## config.mk

```make
export PLATFORM = sky130hd
export DESIGN_NAME = blitter_top
export DESIGN_NICKNAME = d
export VERILOG_FILES = /design/src/blit_pkg.sv /design/src/blit_step_if.sv /design/src/blit_regs.sv /design/src/blit_counter.sv /design/src/blit_fsm.sv /design/src/blit_datapath.sv /design/src/blitter_top.sv
export SDC_FILE = /design/constraint.sdc
export NUM_CORES = 1
export LEC_CHECK = 0
export BUFFER_PORTS_ARGS = -buffer_cell sky130_fd_sc_hd__buf_2
export CAP_MARGIN = 20
export CORE_UTILIZATION = 60
export CTS_CLUSTER_DIAMETER = 50
export DETAILED_ROUTE_END_ITERATION = 16
export MAX_ROUTING_LAYER = met4
export PLACE_DENSITY = 0.78
export SYNTH_ARGS = -nofsm -noshare
export SYNTH_HDL_FRONTEND = slang
export SYNTH_SLANG_ARGS = --single-unit
export TNS_END_PERCENT = 1
```

## constraint.sdc

```tcl
create_clock -name clk -period 3.4 [get_ports clk]
set_input_delay 0.68 -clock clk [delete_from_list [all_inputs] [get_ports clk]]
set_output_delay 0.68 -clock clk [all_outputs]
set_load 0.005 [all_outputs]
```

## src/blit_pkg.sv

```systemverilog
`default_nettype none

package blit_pkg;

    localparam int WORD_W  = 16;
    localparam int ADDR_W  = 16;
    localparam int LINES_W = 15;

    typedef logic [WORD_W-1:0] word_t;      // vram data word
    typedef logic [ADDR_W-1:0] addr_t;      // vram word address
    typedef logic [3:0]        nib_mask_t;  // one enable bit per nibble
    typedef logic [3:0]        reg_num_t;   // configuration register number
    typedef logic [1:0]        acc_sel_t;   // vram access in progress

    // host register map
    localparam reg_num_t REG_CTRL  = 4'd0;
    localparam reg_num_t REG_MOD_A = 4'd1;
    localparam reg_num_t REG_MOD_B = 4'd2;
    localparam reg_num_t REG_MOD_D = 4'd3;
    localparam reg_num_t REG_SRC_A = 4'd4;
    localparam reg_num_t REG_SRC_B = 4'd5;
    localparam reg_num_t REG_VAL_C = 4'd6;
    localparam reg_num_t REG_DST_D = 4'd7;
    localparam reg_num_t REG_LINES = 4'd8;
    localparam reg_num_t REG_WORDS = 4'd9;  // a write here queues the blit

    localparam acc_sel_t ACC_NONE = 2'd0;
    localparam acc_sel_t ACC_A    = 2'd1;
    localparam acc_sel_t ACC_B    = 2'd2;
    localparam acc_sel_t ACC_D    = 2'd3;

    typedef struct packed {
        logic [7:0] transp_t;               // transparency byte, REG_CTRL[15:8]
        logic       transp_8b;              // bit 5
        logic       c_use_b;                // bit 3
        logic       b_not;                  // bit 2
        logic       b_const;                // bit 1
        logic       a_const;                // bit 0
    } blit_ctrl_t;

    typedef struct packed {
        blit_ctrl_t         ctrl;
        word_t              mod_a;
        word_t              mod_b;
        word_t              mod_d;
        addr_t              src_a;          // also the constant A value
        addr_t              src_b;          // also the constant B value
        word_t              val_c;
        addr_t              dst_d;
        logic [LINES_W-1:0] lines;          // line count minus one
        logic [15:0]        words;          // word count, zero means 65536
    } blit_cfg_t;

    typedef enum logic [2:0] {
        IDLE,
        SETUP,
        LINE_BEG,
        RD_A,
        RD_B,
        WR_D,
        LINE_END
    } blit_state_t;

endpackage

`default_nettype wire

```

## src/blit_step_if.sv

```systemverilog
`timescale 1ns/1ps
`default_nettype none

interface blit_step_if import blit_pkg::*; ();

    logic     load;                         // working registers take the queue
    logic     line_beg;
    logic     rd_a_done;                    // ack cycle of an A read
    logic     rd_b_done;                    // ack cycle of a B read
    logic     wr_d_done;                    // ack cycle of a D write
    logic     line_end;
    acc_sel_t acc;                          // which address goes to vram

    modport fsm (
        output load, line_beg, rd_a_done, rd_b_done, wr_d_done, line_end, acc
    );

    modport dpath (
        input  load, line_beg, rd_a_done, rd_b_done, wr_d_done, line_end, acc
    );

endinterface

`default_nettype wire

```

## src/blit_regs.sv

```systemverilog
`timescale 1ns/1ps
`default_nettype none

module blit_regs import blit_pkg::*; (
    input  wire logic       clk,
    input  wire logic       reset_i,
    input  wire logic       reg_wr_i,       // host write strobe
    input  wire reg_num_t   reg_num_i,
    input  wire word_t      reg_data_i,
    input  wire logic       take_i,         // fsm has copied the queue
    output      blit_cfg_t  cfg_o,          // queued blit
    output      logic       queued_o
);

    logic wr_words;

    assign wr_words = reg_wr_i && (reg_num_i == REG_WORDS);

    // queue contents, overwritten by any host write
    always_ff @(posedge clk) begin
        if (reg_wr_i) begin
            case (reg_num_i)
                REG_CTRL: begin
                    cfg_o.ctrl.transp_t  <= reg_data_i[15:8];
                    cfg_o.ctrl.transp_8b <= reg_data_i[5];
                    cfg_o.ctrl.c_use_b   <= reg_data_i[3];
                    cfg_o.ctrl.b_not     <= reg_data_i[2];
                    cfg_o.ctrl.b_const   <= reg_data_i[1];
                    cfg_o.ctrl.a_const   <= reg_data_i[0];
                end
                REG_MOD_A: begin
                    cfg_o.mod_a <= reg_data_i;
                end
                REG_MOD_B: begin
                    cfg_o.mod_b <= reg_data_i;
                end
                REG_MOD_D: begin
                    cfg_o.mod_d <= reg_data_i;
                end
                REG_SRC_A: begin
                    cfg_o.src_a <= reg_data_i;
                end
                REG_SRC_B: begin
                    cfg_o.src_b <= reg_data_i;
                end
                REG_VAL_C: begin
                    cfg_o.val_c <= reg_data_i;
                end
                REG_DST_D: begin
                    cfg_o.dst_d <= reg_data_i;
                end
                REG_LINES: begin
                    cfg_o.lines <= reg_data_i[LINES_W-1:0];   // top bit dropped
                end
                REG_WORDS: begin
                    cfg_o.words <= reg_data_i;
                end
                default: begin
                end
            endcase
        end
    end

    // queued flag, a new blit wins over the take
    always_ff @(posedge clk) begin
        if (reset_i) begin
            queued_o <= 1'b0;
        end else if (wr_words) begin
            queued_o <= 1'b1;
        end else if (take_i) begin
            queued_o <= 1'b0;
        end
    end

endmodule

`default_nettype wire

```

## src/blit_counter.sv

```systemverilog
`timescale 1ns/1ps
`default_nettype none

module blit_counter import blit_pkg::*; (
    input  wire logic       clk,
    input  wire logic       reset_i,
    input  wire blit_cfg_t  cfg_i,
    input  wire logic       load_i,         // start of a blit
    input  wire logic       word_start_i,   // start of a line
    input  wire logic       word_step_i,    // a word was written
    input  wire logic       line_step_i,
    output      logic       last_word_o,
    output      logic       last_line_o
);

    logic [15:0] words_q;                   // word count of the running blit
    logic [15:0] word_cnt;                  // words left in the line, minus one
    logic [16:0] word_dec;                  // bit 16 set when word_cnt is zero
    logic [15:0] line_cnt;                  // bit 15 underflows after the last line

    assign word_dec    = {1'b0, word_cnt} - 17'd1;
    assign last_word_o = word_dec[16];
    assign last_line_o = line_cnt[15];

    always_ff @(posedge clk) begin
        if (reset_i) begin
            words_q  <= '0;
            word_cnt <= '0;
            line_cnt <= '0;
        end else begin
            if (load_i) begin
                words_q  <= cfg_i.words;
                line_cnt <= {1'b0, cfg_i.lines};
            end
            if (line_step_i) begin
                line_cnt <= line_cnt - 16'd1;   // pre-decrement, like the word count
            end
            if (word_start_i) begin
                word_cnt <= words_q - 16'd1;    // zero wraps to 65536 words
            end else if (word_step_i) begin
                word_cnt <= word_dec[15:0];
            end
        end
    end

endmodule

`default_nettype wire

```

## src/blit_fsm.sv

```systemverilog
`timescale 1ns/1ps
`default_nettype none

module blit_fsm import blit_pkg::*; (
    input  wire logic       clk,
    input  wire logic       reset_i,
    input  wire logic       queued_i,
    input  wire blit_ctrl_t ctrl_i,         // control bits of the queued blit
    input  wire logic       last_word_i,
    input  wire logic       last_line_i,
    input  wire logic       vram_ack_i,
    blit_step_if.fsm        step,
    output      logic       take_o,
    output      logic       load_o,
    output      logic       word_start_o,
    output      logic       word_step_o,
    output      logic       line_step_o,
    output      logic       vram_sel_o,
    output      logic       vram_wr_o,
    output      logic       busy_o,
    output      logic       done_intr_o
);

    blit_state_t state;
    blit_state_t state_nxt;
    blit_state_t first_acc;                 // first access of each word
    logic        a_const_q;
    logic        b_const_q;

    assign first_acc = !a_const_q ? RD_A :
                       !b_const_q ? RD_B : WR_D;

    always_comb begin
        state_nxt = state;
        case (state)
            IDLE: begin
                if (queued_i) begin
                    state_nxt = SETUP;
                end
            end
            SETUP: begin
                state_nxt = LINE_BEG;
            end
            LINE_BEG: begin
                state_nxt = first_acc;
            end
            RD_A: begin
                if (vram_ack_i) begin
                    state_nxt = b_const_q ? WR_D : RD_B;
                end
            end
            RD_B: begin
                if (vram_ack_i) begin
                    state_nxt = WR_D;
                end
            end
            WR_D: begin
                if (vram_ack_i) begin
                    state_nxt = last_word_i ? LINE_END : first_acc;
                end
            end
            LINE_END: begin
                if (!last_line_i) begin
                    state_nxt = LINE_BEG;
                end else if (queued_i) begin
                    state_nxt = SETUP;      // next blit starts right away
                end else begin
                    state_nxt = IDLE;
                end
            end
            default: begin
                state_nxt = IDLE;
            end
        endcase
    end

    always_ff @(posedge clk) begin
        if (reset_i) begin
            state       <= IDLE;
            vram_sel_o  <= 1'b0;
            vram_wr_o   <= 1'b0;
            done_intr_o <= 1'b0;
            a_const_q   <= 1'b0;
            b_const_q   <= 1'b0;
        end else begin
            state       <= state_nxt;
            // held high across wait cycles, since state_nxt stays put without ack
            vram_sel_o  <= (state_nxt == RD_A) || (state_nxt == RD_B) || (state_nxt == WR_D);
            vram_wr_o   <= (state_nxt == WR_D);
            done_intr_o <= (state == LINE_END) && last_line_i;
            if (state == SETUP) begin
                a_const_q <= ctrl_i.a_const;
                b_const_q <= ctrl_i.b_const;
            end
        end
    end

    assign busy_o       = (state != IDLE);
    assign take_o       = (state == SETUP);
    assign load_o       = (state == SETUP);
    assign word_start_o = (state == LINE_BEG);
    assign line_step_o  = (state == LINE_BEG);
    assign word_step_o  = (state == WR_D) && vram_ack_i;

    assign step.load      = (state == SETUP);
    assign step.line_beg  = (state == LINE_BEG);
    assign step.rd_a_done = (state == RD_A) && vram_ack_i;
    assign step.rd_b_done = (state == RD_B) && vram_ack_i;
    assign step.wr_d_done = (state == WR_D) && vram_ack_i;
    assign step.line_end  = (state == LINE_END);
    assign step.acc       = (state == RD_A) ? ACC_A :
                            (state == RD_B) ? ACC_B :
                            (state == WR_D) ? ACC_D : ACC_NONE;

endmodule

`default_nettype wire

```

## src/blit_datapath.sv

```systemverilog
`timescale 1ns/1ps
`default_nettype none

module blit_datapath import blit_pkg::*; (
    input  wire logic       clk,
    input  wire logic       reset_i,
    input  wire blit_cfg_t  cfg_i,
    blit_step_if.dpath      step,
    input  wire word_t      vram_data_i,
    output      addr_t      vram_addr_o,
    output      word_t      vram_data_o,
    output      nib_mask_t  vram_mask_o
);

    blit_ctrl_t ctrl_q;
    word_t      mod_a;
    word_t      mod_b;
    word_t      mod_d;
    addr_t      src_a;
    addr_t      src_b;
    addr_t      dst_d;
    word_t      val_a;                      // read A or the constant
    word_t      val_b;                      // raw B, before any inversion
    word_t      val_c;
    nib_mask_t  mask_q;
    word_t      b_eff;

    // a nibble is written only where B differs from the transparency value
    function automatic nib_mask_t transp_mask(input word_t b, input blit_ctrl_t c);
        nib_mask_t m4;
        nib_mask_t m8;
        m4 = {b[15:12] != c.transp_t[7:4], b[11:8] != c.transp_t[3:0],
              b[7:4]   != c.transp_t[7:4], b[3:0]  != c.transp_t[3:0]};
        m8 = {{2{b[15:8] != c.transp_t}}, {2{b[7:0] != c.transp_t}}};
        return c.transp_8b ? m8 : m4;
    endfunction

    always_ff @(posedge clk) begin
        if (reset_i) begin
            ctrl_q <= '0;
            mask_q <= '0;
        end else if (step.load) begin
            ctrl_q <= cfg_i.ctrl;
            mask_q <= transp_mask(cfg_i.src_b, cfg_i.ctrl);     // constant B case
        end else if (step.rd_b_done) begin
            mask_q <= transp_mask(vram_data_i, ctrl_q);
        end else if (step.line_beg) begin
            mask_q <= transp_mask(val_b, ctrl_q);
        end
    end

    always_ff @(posedge clk) begin
        if (step.load) begin
            mod_a <= cfg_i.mod_a;
            mod_b <= cfg_i.mod_b;
            mod_d <= cfg_i.mod_d;
            src_a <= cfg_i.src_a;
            src_b <= cfg_i.src_b;
            dst_d <= cfg_i.dst_d;
            val_a <= cfg_i.src_a;
            val_b <= cfg_i.src_b;
            val_c <= cfg_i.ctrl.c_use_b ? cfg_i.src_b : cfg_i.val_c;
        end else begin
            if (step.rd_a_done) begin
                val_a <= vram_data_i;
                src_a <= src_a + 16'd1;
            end
            if (step.rd_b_done) begin
                val_b <= vram_data_i;
                src_b <= src_b + 16'd1;
                if (ctrl_q.c_use_b) begin
                    val_c <= vram_data_i;
                end
            end
            if (step.wr_d_done) begin
                dst_d <= dst_d + 16'd1;
            end
            if (step.line_end) begin
                src_a <= src_a + mod_a;     // constants stay fixed
                src_b <= src_b + mod_b;
                dst_d <= dst_d + mod_d;
            end
        end
    end

    assign b_eff       = ctrl_q.b_not ? ~val_b : val_b;
    assign vram_data_o = (val_a & b_eff) ^ val_c;
    assign vram_mask_o = mask_q;

    always_comb begin
        case (step.acc)
            ACC_A:   vram_addr_o = src_a;
            ACC_B:   vram_addr_o = src_b;
            ACC_D:   vram_addr_o = dst_d;
            default: vram_addr_o = '0;
        endcase
    end

endmodule

`default_nettype wire

```

## src/blitter_top.sv

```systemverilog
`timescale 1ns/1ps
`default_nettype none

module blitter_top import blit_pkg::*; (
    input  wire logic       clk,
    input  wire logic       reset_i,
    input  wire logic       reg_wr_i,
    input  wire reg_num_t   reg_num_i,
    input  wire word_t      reg_data_i,
    input  wire logic       vram_ack_i,
    input  wire word_t      vram_data_i,
    output      logic       busy_o,
    output      logic       full_o,
    output      logic       done_intr_o,
    output      logic       vram_sel_o,
    output      logic       vram_wr_o,
    output      addr_t      vram_addr_o,
    output      word_t      vram_data_o,
    output      nib_mask_t  vram_mask_o
);

    blit_cfg_t cfg;                         // queued blit
    logic      queued;
    logic      take;
    logic      load;
    logic      word_start;
    logic      word_step;
    logic      line_step;
    logic      last_word;
    logic      last_line;

    blit_step_if step_if ();

    assign full_o = queued;

    blit_regs regs0 (
        .clk        (clk),
        .reset_i    (reset_i),
        .reg_wr_i   (reg_wr_i),
        .reg_num_i  (reg_num_i),
        .reg_data_i (reg_data_i),
        .take_i     (take),
        .cfg_o      (cfg),
        .queued_o   (queued)
    );

    blit_counter cnt0 (
        .clk          (clk),
        .reset_i      (reset_i),
        .cfg_i        (cfg),
        .load_i       (load),
        .word_start_i (word_start),
        .word_step_i  (word_step),
        .line_step_i  (line_step),
        .last_word_o  (last_word),
        .last_line_o  (last_line)
    );

    blit_fsm fsm0 (
        .clk          (clk),
        .reset_i      (reset_i),
        .queued_i     (queued),
        .ctrl_i       (cfg.ctrl),
        .last_word_i  (last_word),
        .last_line_i  (last_line),
        .vram_ack_i   (vram_ack_i),
        .step         (step_if.fsm),
        .take_o       (take),
        .load_o       (load),
        .word_start_o (word_start),
        .word_step_o  (word_step),
        .line_step_o  (line_step),
        .vram_sel_o   (vram_sel_o),
        .vram_wr_o    (vram_wr_o),
        .busy_o       (busy_o),
        .done_intr_o  (done_intr_o)
    );

    blit_datapath dp0 (
        .clk         (clk),
        .reset_i     (reset_i),
        .cfg_i       (cfg),
        .step        (step_if.dpath),
        .vram_data_i (vram_data_i),
        .vram_addr_o (vram_addr_o),
        .vram_data_o (vram_data_o),
        .vram_mask_o (vram_mask_o)
    );

endmodule

`default_nettype wire

```

# Word-level counts from Yosys, hierarchy flattened
# Index checks and enable logic that the tools add are counted.
totals:
  ff_bits: 372
  output_inout_bits: 41
  elab_cells: 165
classes:
  add_sub_neg: 9
  n_eq_ne: 39
  n_mux: 44
  n_bitwise: 3
  n_reduce_logical: 31
ops:
  columns: ["op", "n"]
  rows:
  - ["$mux 16", 22]
  - ["$add 16x1->16 const B", 3]
  - ["$add 16x16->16", 3]
  - ["$ne 4x4->1", 12]
  - ["$ne 8x8->1", 6]
  - ["$pmux 16 s3", 1]
  - ["$sub 16x1->16 const B", 2]
  - ["$mux 4", 6]
  - ["$reduce_and 2->1", 11]
  - ["$mux 3", 7]
  - ["$pmux 3 s7", 1]
  - ["$sub 16x1->17 const B", 1]
  - ["$and 16x16->16", 1]
  - ["$eq 4x3->1 const B", 4]
  - ["$not 16->16", 1]
  - ["$xor 16x16->16", 1]
  - ["$eq 3x3->1 const B", 5]
  - ["$reduce_bool 3->1", 5]
  - ["$reduce_bool 2->1", 6]
  - ["$eq 3x2->1 const B", 3]
  - ["$eq 4x2->1 const B", 2]
  - ["$eq 4x4->1 const B", 2]
  - ["$mux 2", 3]
  - ["$logic_and 1x1->1", 5]
  - ["other kinds (8)", 13]

# Depth between registers and ports, before layout
# Gate-level depths: netlist of run 1.
depth:
  ltp_word: 8
  ltp_mapped: 14
  ltp_nobuf: 11

# Modules after synthesis
# A second synthesis of run 1 with hierarchy kept.
unflattened:
  cells_unflattened: 1444
  area_unflattened_um2: 17454.2
modules_own_cells:
  columns: ["module", "n_inst", "cells_each", "area_per_inst_um2", "seq_area_each_um2"]
  rows:
  - ["blit_datapath", 1, 908, 9591.7, 4624.4]
  - ["blit_regs", 1, 175, 4824.6, 4704.5]
  - ["blit_counter", 1, 295, 2488.6, 960.9]
  - ["blit_fsm", 1, 66, 549.3, 160.2]

# Worst setup path after synthesis of run 1
# Ideal clock, no wire load.
synth_timing:
  path_type: "reg-to-reg"
  from: "reg fsm0.state[0]"
  to: "reg dp0.src_b[15] (data pin)"
  setup_ns: 0.266
  arrival_ns: 2.836
  t_required_ns: 3.134
  slack_ns: 0.298
  stages_incl_launch_ff: 15
  cell_sequence: "dfxtp_1 > buf_4 > and3b_1 > buf_2 > clkbuf_1 > clkbuf_1 > nand2_1 > inv_1 > ha_1 > a211o_1 > nand2_1 > o211ai_1 > o21ai_0 > nor3_1 > or3b_1"
synth_via:
  elab_chain_len: 3
synth_rtl:
  columns: ["item", "line", "rtl"]
  rows:
  - ["start: declaration", "blit_fsm.sv:24", "blit_state_t state;"]
  - ["start signal: assignment", "blit_fsm.sv:86", "state <= state_nxt;"]
  - ["$eq 3x3->1", "blit_fsm.sv:110", "assign step.line_end = (state == LINE_END);"]
  - ["$mux 16", "blit_datapath.sv:78", "if (step.line_end) begin"]
  - ["$mux 16 (*)", "blit_datapath.sv:53", "if (step.load) begin"]
  - ["end signal: assignment", "blit_datapath.sv:58", "src_b <= cfg_i.src_b;"]
  - ["end signal: assignment", "blit_datapath.sv:70", "src_b <= src_b + 16'd1;"]
  - ["end signal: assignment", "blit_datapath.sv:80", "src_b <= src_b + mod_b;"]
  - ["end: declaration", "blit_datapath.sv:20", "addr_t src_b;"]
# Every way passes the cells marked *; elsewhere a longest branch is shown, timed or not.
# A chain may end at the register's enable or synchronous reset.

# Worst setup path in the final report of run 1
layout_timing:
  from: "reg fsm0.state[0]"
  to: "out vram_addr_o[4]"
layout_via:
  elab_chain_len: 6
layout_rtl:
  columns: ["item", "line", "rtl"]
  rows:
  - ["$eq 3x3->1", "blit_fsm.sv:113", "(state == WR_D) ? ACC_D : ACC_NONE;"]
  - ["$mux 2", "blit_fsm.sv:113", null]
  - ["$mux 2", "blit_fsm.sv:112", "(state == RD_B) ? ACC_B :"]
  - ["$mux 2 (*)", "blit_fsm.sv:111", "assign step.acc = (state == RD_A) ? ACC_A :"]
  - ["$eq 2x2->1 or $eq 2x1->1 (tied branches)", "blit_datapath.sv:91", "case (step.acc)"]
  - ["$pmux 16 s3 (*)", "blit_datapath.sv:91", null]
  - ["end: declaration", "blitter_top.sv:17", "output addr_t vram_addr_o,"]
# Marks and branches as above.

==> flow_metrics.env, run 1 <==
export IMPL_status="finished clean"
export IMPL_track_usage_pct=30.79
export IMPL_row_count=62
export IMPL_grt_setup_unrepaired="false"
export IMPL_hpwl_um=30090
export IMPL_io_buffers=80
export IMPL_max_freq_mhz=317.1
export IMPL_worst_hold_slack_ns=0.4152
export IMPL_dp_cells=1949
export IMPL_clock_sinks=372
export IMPL_seq_area_frac_synth_pct=59.91
export IMPL_synthFlopType="edfxtp_1"
export IMPL_core_um2=28630
export IMPL_max_cap_violations=0
export IMPL_die_x_um=172.5
export IMPL_num_vias=12320
export IMPL_worstSetupStartpointType="register"
export IMPL_postCtsHoldBufs=0
export IMPL_ios=81
export IMPL_firstDrtPassIters=5
export IMPL_grt_max_degree=125
export IMPL_die_area_um2=29760
export IMPL_multi_input_area_um2=6626
export IMPL_drive_above_1_share_pct=11.95
export IMPL_synthDistinctLibCells=66
export IMPL_p_leak_nw=7.412
export IMPL_power_density_nw_per_um2=820.5
export IMPL_peakVddDrop_mv=0.5524
export IMPL_synth_avg_cell_area_um2=11.42
export IMPL_setup_violations=0
export IMPL_antenna_found_initial=2
export IMPL_worst_slew_margin_rel_pct=33.15
export IMPL_grt_pass1_wl_um=67180
export IMPL_min_path_type="register to register"
export IMPL_seqCellArea_um2=10450
export IMPL_final_common_cell="edfxtp_1"
export IMPL_post_drt_wl_per_cell_um=21.92
export IMPL_synth_area_um2=17440
export IMPL_insertion_delay_ns=0.54
export IMPL_area_growth_synth_to_final_pct=12.94
export IMPL_worst_pin_slew_ns=1.003
export IMPL_cts_buffers=41
export IMPL_layout_common_cells="edfxtp_1 (300), nand2_1 (228), a21oi_1 (121)"
export IMPL_ys_warn_count=0
export IMPL_cts_tree="built"
export IMPL_crit_type="register to primary output"
export IMPL_grt_pass1_vias=11680
export IMPL_globalplace_congestion=0.9110
export IMPL_netlist_instances=1527
export IMPL_crit_path_max_fanout=28
export IMPL_start_util_pct=60.94
export IMPL_clkSlewWorstSetupHoldPaths_ns=0.06
export IMPL_dieHeight_um=172.5
export IMPL_clockRootBuffer="clkbuf_16"
export IMPL_clock_skew_ns=0.02358
export IMPL_drc=0
export IMPL_clock_path_buffers=3
export IMPL_h_tree_depth=2
export IMPL_fin_cells=2024
export IMPL_synth_edff_count=300
export IMPL_post_route_min_period_ns=3.153
export IMPL_fin_nets=1699
export IMPL_drt_iter0_drc=1272
export IMPL_vias_per_cell=6.086
export IMPL_setup_tns_final_ns=0
export IMPL_synth_net_count=1618
export IMPL_hold_viol_final=0
export IMPL_n_antenna_cell=0
export IMPL_wl_um=44370
export IMPL_synth_seq_cells=372
export IMPL_gr_total_overflow=0
export IMPL_final_antenna_net_count=0
export IMPL_cts_setup_buffers=0
export IMPL_ys_async_sr_fraction_pct=0
export IMPL_endpoint_kind="primary output"
export IMPL_final_max_slew_viol_count=0
export IMPL_fill_cells=2068
export IMPL_fin_crit_sh_pct=92.75
export IMPL_postCtsResizedCells=0
export IMPL_critPathRequiredTime_ns=2.72
export IMPL_cp_arrival_ns=2.47
[cells in the mapped netlist, types with 3 or more instances]
master	n	share of area (%)
inv_1	27	0.58
o311ai_0	4	0.20
dfxtp_1	72	8.3
nor4_1	18	0.65
a21boi_0	4	0.17
xor2_1	84	4.2
or2_2	3	0.11
o211ai_1	5	0.22
buf_1	8	0.17
nor2_1	76	1.6
ha_1	48	3.4
clkbuf_1	44	0.95
fa_1	3	0.34
o31ai_1	9	0.39
xnor2_1	42	2.1
a211o_1	5	0.25
a211oi_1	17	0.73
or3_1	12	0.43
o21a_1	10	0.43
a21o_1	16	0.69
o22ai_1	3	0.11
nand3_1	31	0.89
a21oi_1	122	3.5
buf_2	17	0.49
mux2i_1	36	2.1
and3_1	9	0.32
nor2b_1	6	0.22
edfxtp_1	300	52
nand2_1	228	4.9
nand4_1	11	0.39
nand2b_1	21	0.75
and2_1	42	1.5
o21ai_0	85	2.4
nand3b_1	7	0.30
a31oi_1	6	0.22
o31a_1	3	0.15
nand4b_1	3	0.15
nor3_1	39	1.1
o311a_1	3	0.17
o221a_2	4	0.26
nor4b_1	3	0.15
nor3b_1	7	0.30
[sequential cells by signal (all words and copies together), names as in the netlist, 16 cells and up]
signal / cells
dp0.val_b: 16
dp0.mod_b: 16
dp0.val_a: 16
cnt0.line_cnt: 16
dp0.mod_d: 16
cnt0.words_q: 16
dp0.dst_d: 16
regs0.cfg_o: 156
dp0.val_c: 16
dp0.mod_a: 16
dp0.src_a: 16
dp0.src_b: 16
cnt0.word_cnt: 16
[stage by stage]
step / area (µm²) / utilization (%) / setup WS, ns / power, mW
2_1_floorplan: 17440 / - / 0.2982 / 10.09
3_3_place_gp: 18310 / 63.97 / 0.4767 / 11.51
3_5_place_dp: 18310 / 63.97 / 0.3933 / 11.66
4_1_cts: 19700 / 68.82 / 0.2563 / 16.16
5_1_grt: 19700 / 68.82 / 0.1627 / 16.95
6_report: 19700 / 68.82 / 0.2467 / 16.16
[final cells by class]
cell class | instances | area share [%]
Clock inverter | 21 | 1.169
Tap cell | 384 | 2.439
Clock buffer | 54 | 5.875
Inverter | 28 | 0.5462
Multi-Input combinational cell | 1057 | 33.64
Timing Repair Buffer | 108 | 3.290
Sequential cell | 372 | 53.05
[kinds of logic (layout without fill, tap and decap cells)]
group,Yosys count,count (layout),synth area share [%]
simple gates,530,530,14.78
xor+xnor,126,126,6.327
buf+inv,98,211,2.252
flops,372,372,59.91
fa+ha+maj,51,51,3.787
mux,37,37,2.130
compound gates,313,313,10.82
[final timing paths]
kind                                  startpoint             end  slack [ns]  cells past startpoint
worst max-delay path               fsm0.state[0]  vram_addr_o[4]        0.25                      7
worst min-delay path            regs0.cfg_o[120]    dp0.mod_b[9]        0.42                      0
worst max register to register     fsm0.state[0]   dp0.src_a[15]        0.32                     10
worst min register to register  regs0.cfg_o[120]    dp0.mod_b[9]        0.42                      0
[critical path: stages (launching register included)]
cell	delay (ns)
dfxtp_1	0.33
buf_4	0.41
nand2b_1	0.33
nor2_1	0.17
buf_4	0.27
nand2_1	0.08
o21ai_0	0.15
buf_2	0.19
[routing by layer]
| metal | up-vias | global-route usage [%] | share of wire (%) |
|---|---|---|---|
| met5 | - | - | 0 |
| met4 | 0 | 14.51 | 5.1 |
| met3 | 134 | 3.625 | 7.8 |
| met2 | 587 | 47.92 | 47 |
| met1 | 5865 | 40.53 | 41 |
| li1 | 5732 | - | - |
[power breakdown]
part / total (mW) / internal (mW) / switching (mW)
combinational: 4.96 / 1.83 / 3.13
clock: 4.53 / 2.72 / 1.80
sequential: 6.68 / 6.07 / 0.605
Power figures use the tool's default switching activity.
==> inputs of run 2 (changes only) <==
CORE_UTILIZATION = 35   (was 60)
HOLD_SLACK_MARGIN = 0.12   (was not set)
PLACE_DENSITY = not set   (was 0.78)
==> run 2 against run 1 <==
Worst hold slack got worse by 0.0083 ns. Via count decreased by 1.5%. Largest cell class unchanged. Core utilization decreased by 28 points.
==> flow_metrics.env, run 2 (same netlist as run 1, synthesis figures left out) <==
export IMPL_power_density_nw_per_um2=820.0
export IMPL_num_vias=12130
export IMPL_worst_slew_margin_rel_pct=30.71
export IMPL_regMostFlops="regs0.cfg_o"
export IMPL_setup_tns_final_ns=0
export IMPL_io_buffers=80
export IMPL_globalplace_congestion=0.8929
export IMPL_worstHoldEndpoint="dp0.mod_b[4]"
export IMPL_cp_arrival_ns=2.49
export IMPL_worstSetupStartpointType="register"
export IMPL_hold_viol_final=0
export IMPL_fin_nets=1711
export IMPL_clockRootBuffer="clkbuf_16"
export IMPL_cts_buffers=45
export IMPL_core_um2=49050
export IMPL_clock_path_buffers=3
export IMPL_crit_path_max_fanout=28
export IMPL_fin_crit_sh_pct=93.35
export IMPL_wl_um=47850
export IMPL_drt_iter0_drc=1066
export IMPL_final_antenna_net_count=0
export IMPL_post_drt_wl_per_cell_um=20.62
export IMPL_insertion_delay_ns=0.58
export IMPL_dieHeight_um=225.2
export IMPL_clock_skew_ns=0.02313
export IMPL_crit_type="register to primary output"
export IMPL_post_dp_cell_area_um2=18740
export IMPL_peakVddDrop_mv=0.4165
export IMPL_final_max_slew_viol_count=0
export IMPL_whs_path_depth=0
export IMPL_layout_common_cells="edfxtp_1 (300), nand2_1 (228), a21oi_1 (120)"
export IMPL_max_freq_mhz=315.1
export IMPL_clkSlewWorstSetupHoldPaths_ns=0.06
export IMPL_cts_tree="built"
export IMPL_clock_sinks=372
export IMPL_vias_per_cell=5.227
export IMPL_timing_rr_start="fsm0.state[0]"
export IMPL_antenna_found_initial=2
export IMPL_worst_pin_slew_ns=1.039
export IMPL_post_route_min_period_ns=3.174
export IMPL_crit_slowest_cell="buf_4"
export IMPL_start_util_pct=35.56
export IMPL_postCtsHoldBufs=0
export IMPL_h_tree_depth=2
export IMPL_drc=0
export IMPL_gr_total_overflow=0
export IMPL_drive_above_1_share_pct=12.64
export IMPL_design_area_um2=20250
export IMPL_hpwl_um=33070
export IMPL_die_x_um=225.2
export IMPL_p_leak_nw=7.499
export IMPL_die_area_um2=50730
export IMPL_status="finished clean"
export IMPL_final_common_cell="edfxtp_1"
export IMPL_grt_pass1_vias=11780
export IMPL_endpoint_kind="primary output"
export IMPL_path_common_cell="buf_4"
export IMPL_r2r_cells=12
export IMPL_grt_max_degree=125
export IMPL_max_cap_violations=0
export IMPL_reg2reg_slack_ns=0.25
export IMPL_slowest_delay_ns=0.41
export IMPL_postCtsResizedCells=0
export IMPL_ios=81
export IMPL_grt_setup_unrepaired="false"
export IMPL_critPathRequiredTime_ns=2.72
export IMPL_crit_family="buffers and inverters"
export IMPL_area_growth_synth_to_final_pct=16.10
export IMPL_worstPathCellList="buf_4 > nand2b_1 > nor2_1 > buf_4 > nand2_1 > o21ai_0 > buf_2"
export IMPL_min_path_type="register to register"
export IMPL_cp_num_buf_inv=3
export IMPL_cts_setup_buffers=0
export IMPL_track_usage_pct=19.52
export IMPL_firstDrtPassIters=5
export IMPL_timing_rr_end="dp0.src_a[14]"
export IMPL_largest_reg_flops=156
export IMPL_row_count=81
export IMPL_hold_start="regs0.cfg_o[115]"
export IMPL_setup_violations=0
export IMPL_grt_pass1_wl_um=71760
export IMPL_fill_cells=4702
==> run 2: report_power, final <==
group	switching (mW)	internal, mW	leakage (nW)	total (mW)
Combinational	3.15	1.88	3.46	5.03
Clock	1.95	2.93	0.725	4.88
Sequential	0.617	6.07	3.31	6.69
Total	5.72	10.9	7.50	16.6
==> run 2: worst max-delay path by stage <==
stage                   from              to  slack, ns  depth (start not counted)
6_report       fsm0.state[0]  vram_addr_o[0]       0.23                          7
5_1_grt        fsm0.state[0]  vram_addr_o[0]       0.01                          7
4_1_cts        fsm0.state[0]  vram_addr_o[0]       0.19                          7
3_5_place_dp   fsm0.state[0]   dp0.src_a[14]       0.30                         12
3_3_place_gp   fsm0.state[0]   dp0.dst_d[13]       0.43                         10
2_1_floorplan  fsm0.state[0]   dp0.src_b[15]       0.30                         14
==> run 2: through the flow <==
step           worst slack [ns]  util (%)  power, mW  hold WS [ns]  cells
2_1_floorplan            0.2982         -      10.09        0.4003   1527
3_3_place_gp             0.4250     38.20      11.70        0.4008   2237
3_5_place_dp             0.2962     38.20      11.81        0.4045   2237
4_1_cts                  0.1912     41.27      16.70        0.4127   2318
5_1_grt                 0.01229     41.27      17.49        0.4212   2318
6_report                 0.2260     41.28      16.61        0.4069   2321
==> run 2: area by class of cell <==
class                      count  area, µm²  area share [%]
antenna                        3      7.507         0.03707
clock buffer                  55       1174           5.796
clock inverter                26      330.3           1.631
inverter                      28      107.6          0.5314
multi-input combinational   1057       6630           32.74
sequential                   372      10450           51.60
tap                          664      830.8           4.103
timing repair buffer         116      720.7           3.559
==> run 2: per-layer routing <==
metal  share of wire (%)  track usage [%]  vias to the layer above  wire [µm]
met5                   0                -                        -          0
met4                 2.0            4.521                        0        953
met3                 5.6            2.947                       59       2657
met2                  48            31.81                      328      23100
met1                  44            25.59                     5973      21140
li1                    -                -                     5772          -
==> inputs of run 3 (changes only) <==
CORE_UTILIZATION = 55   (was 35)
PLACE_DENSITY = 0.73   (was not set)
==> run 3 against run 2 <==
Global-route usage is 9.7 points higher. Design area is 2.2% lower. Via count is 3.0% higher. Critical endpoint is now vram_addr_o[4]. Cell count is 12% lower. Count of clock-buffer cells in the layout is 6 lower. Highest routed layer unchanged.
==> flow_metrics.env, run 3 (same netlist as run 1, synthesis figures left out) <==
export IMPL_drive_above_1_share_pct=12.53
export IMPL_crit_family="buffers and inverters"
export IMPL_path_common_cell="buf_4"
export IMPL_area_growth_synth_to_final_pct=13.54
export IMPL_crit_path_end="vram_addr_o[4]"
export IMPL_met1_length_um=19000
export IMPL_crit_slowest_cell="buf_4"
export IMPL_hpwl_um=30150
export IMPL_max_cap_violations=0
export IMPL_grt_max_degree=125
export IMPL_final_antenna_net_count=0
export IMPL_postLayoutCoreUtil_pct=64.07
export IMPL_setup_slack_ns=0.1504
export IMPL_final_max_slew_viol_count=0
export IMPL_post_drt_wl_per_cell_um=22.23
export IMPL_fin_cells=2040
export IMPL_ios=81
export IMPL_min_path_type="register to register"
export IMPL_wl_met2_um=21430
export IMPL_regMostFlops="regs0.cfg_o"
export IMPL_row_count=64
export IMPL_timing_rr_end="dp0.src_a[11]"
export IMPL_pre_cts_slack_ns=0.4012
export IMPL_critPathRequiredTime_ns=2.72
export IMPL_drt_iter0_drc=1100
export IMPL_worstSetupStartpointType="register"
export IMPL_io_buffers=80
export IMPL_start_util_pct=56.43
export IMPL_wl_um=45350
export IMPL_cts_tree="built"
export IMPL_core_um2=30910
export IMPL_clock_path_buffers=3
export IMPL_post_route_min_period_ns=3.250
export IMPL_layout_common_cells="edfxtp_1 (300), nand2_1 (228), a21oi_1 (121)"
export IMPL_worst_slew_margin_rel_pct=30.92
export IMPL_p_leak_nw=7.447
export IMPL_fin_nets=1702
export IMPL_gr_total_overflow=0
export IMPL_track_usage_pct=29.18
export IMPL_postCtsHoldBufs=0
export IMPL_clkSlewWorstSetupHoldPaths_ns=0.07
export IMPL_die_x_um=180.1
export IMPL_crit_type="register to primary output"
export IMPL_grt_pass1_wl_um=69660
export IMPL_setup_tns_final_ns=0
export IMPL_cp_num_buf_inv=3
export IMPL_status="finished clean"
export IMPL_h_tree_depth=2
export IMPL_crit_cells=7
export IMPL_wl_met3_um=3327
export IMPL_cts_buffers=41
export IMPL_peakVddDrop_mv=0.4203
export IMPL_postCtsResizedCells=0
export IMPL_globalplace_congestion=0.8924
export IMPL_grt_pass1_vias=12080
export IMPL_power_density_nw_per_um2=827.8
export IMPL_clock_sinks=372
export IMPL_endpoint_kind="primary output"
export IMPL_timing_rr_start="fsm0.state[0]"
export IMPL_drc=0
export IMPL_clock_skew_ns=0.01309
export IMPL_setup_violations=0
export IMPL_slowest_delay_ns=0.44
export IMPL_grt_setup_unrepaired="false"
export IMPL_num_vias=12490
export IMPL_worstSetupStartpoint="fsm0.state[0]"
export IMPL_crit_path_max_fanout=28
export IMPL_hold_viol_final=0
export IMPL_top_layer="met4"
export IMPL_antenna_found_initial=0
export IMPL_r2r_cells=10
export IMPL_n_antenna_cell=0
export IMPL_firstDrtPassIters=5
export IMPL_p_total_mw=16.39
export IMPL_cp_arrival_ns=2.57
export IMPL_clockRootBuffer="clkbuf_16"
export IMPL_cts_setup_buffers=0
export IMPL_worst_pin_slew_ns=1.036
export IMPL_largest_reg_flops=156
export IMPL_worstPathCellList="buf_4 > nand2b_1 > nor2_1 > buf_4 > nand2_1 > o21ai_0 > buf_2"
export IMPL_dp_cells=1964
export IMPL_fin_crit_sh_pct=95.58
export IMPL_insertion_delay_ns=0.54
export IMPL_die_area_um2=32430
export IMPL_reg2reg_slack_ns=0.35
export IMPL_vias_per_cell=6.125
export IMPL_dieHeight_um=180.1
export IMPL_final_common_cell="edfxtp_1"
export IMPL_max_freq_mhz=307.7
run 3: cell count changes in the layout (fill, tap and decap cells not counted), sizes merged:
cell and change:
clkbuf -6, clkinv -3, buf -5, clkinvlp +2, diode -3, inv +2
run 3: worst min-delay path by stage:
stage	from	endpoint	slack [ns]	cells past startpoint
after floorplan	regs0.cfg_o[127]	dp0.mod_a[0]	0.40	0
after global placement	regs0.cfg_o[106]	dp0.mod_d[11]	0.40	0
after detailed placement	regs0.cfg_o[135]	dp0.mod_a[8]	0.40	0
after CTS	regs0.cfg_o[97]	dp0.mod_d[2]	0.41	0
after global routing	regs0.cfg_o[97]	dp0.mod_d[2]	0.41	0
final	regs0.cfg_o[97]	dp0.mod_d[2]	0.41	0
run 3: worst register-to-register path, stage by stage (launching register included):
cell	delay [ns]
dfxtp_1	0.31
and3b_1	0.32
buf_12	0.25
and2_1	0.20
ha_1	0.28
a21o_1	0.18
a21oi_1	0.22
a21oi_1	0.14
o41ai_2	0.60
xor2_1	0.19
o21ai_0	0.09
run 3: report_power, final:
part,switching (mW),leakage (nW),internal [mW]
clock,1.87,0.707,2.88
combinational,3.13,3.43,1.82
sequential,0.611,3.31,6.07
total,5.62,7.45,10.8
run 3: layout make-up:
type | count | area (µm²)
inverters | 28 | 107.6
flip-flops and latches | 372 | 10450
repair buffers | 111 | 658.1
clock buffers | 49 | 1140
multi-input cells | 1057 | 6626
well taps | 396 | 495.5
clock inverters | 27 | 326.6
fillers | 2403 | 11110
run 3: routing by layer:
metal / GRT usage [%] / vias to the layer above
met2: 46.55 / 536
met1: 38.62 / 6089
met4: 10.56 / 0
met5: - / -
li1: - / 5750
met3: 3.638 / 119
run 3: through the flow:
| step | hold slack [ns] | cell area [µm²] |
|---|---|---|
| floorplan | 0.4003 | 17440 |
| global placement | 0.4011 | 18340 |
| detailed placement | 0.4045 | 18340 |
| CTS | 0.4104 | 19800 |
| global route | 0.4132 | 19800 |
| finish | 0.4095 | 19800 |
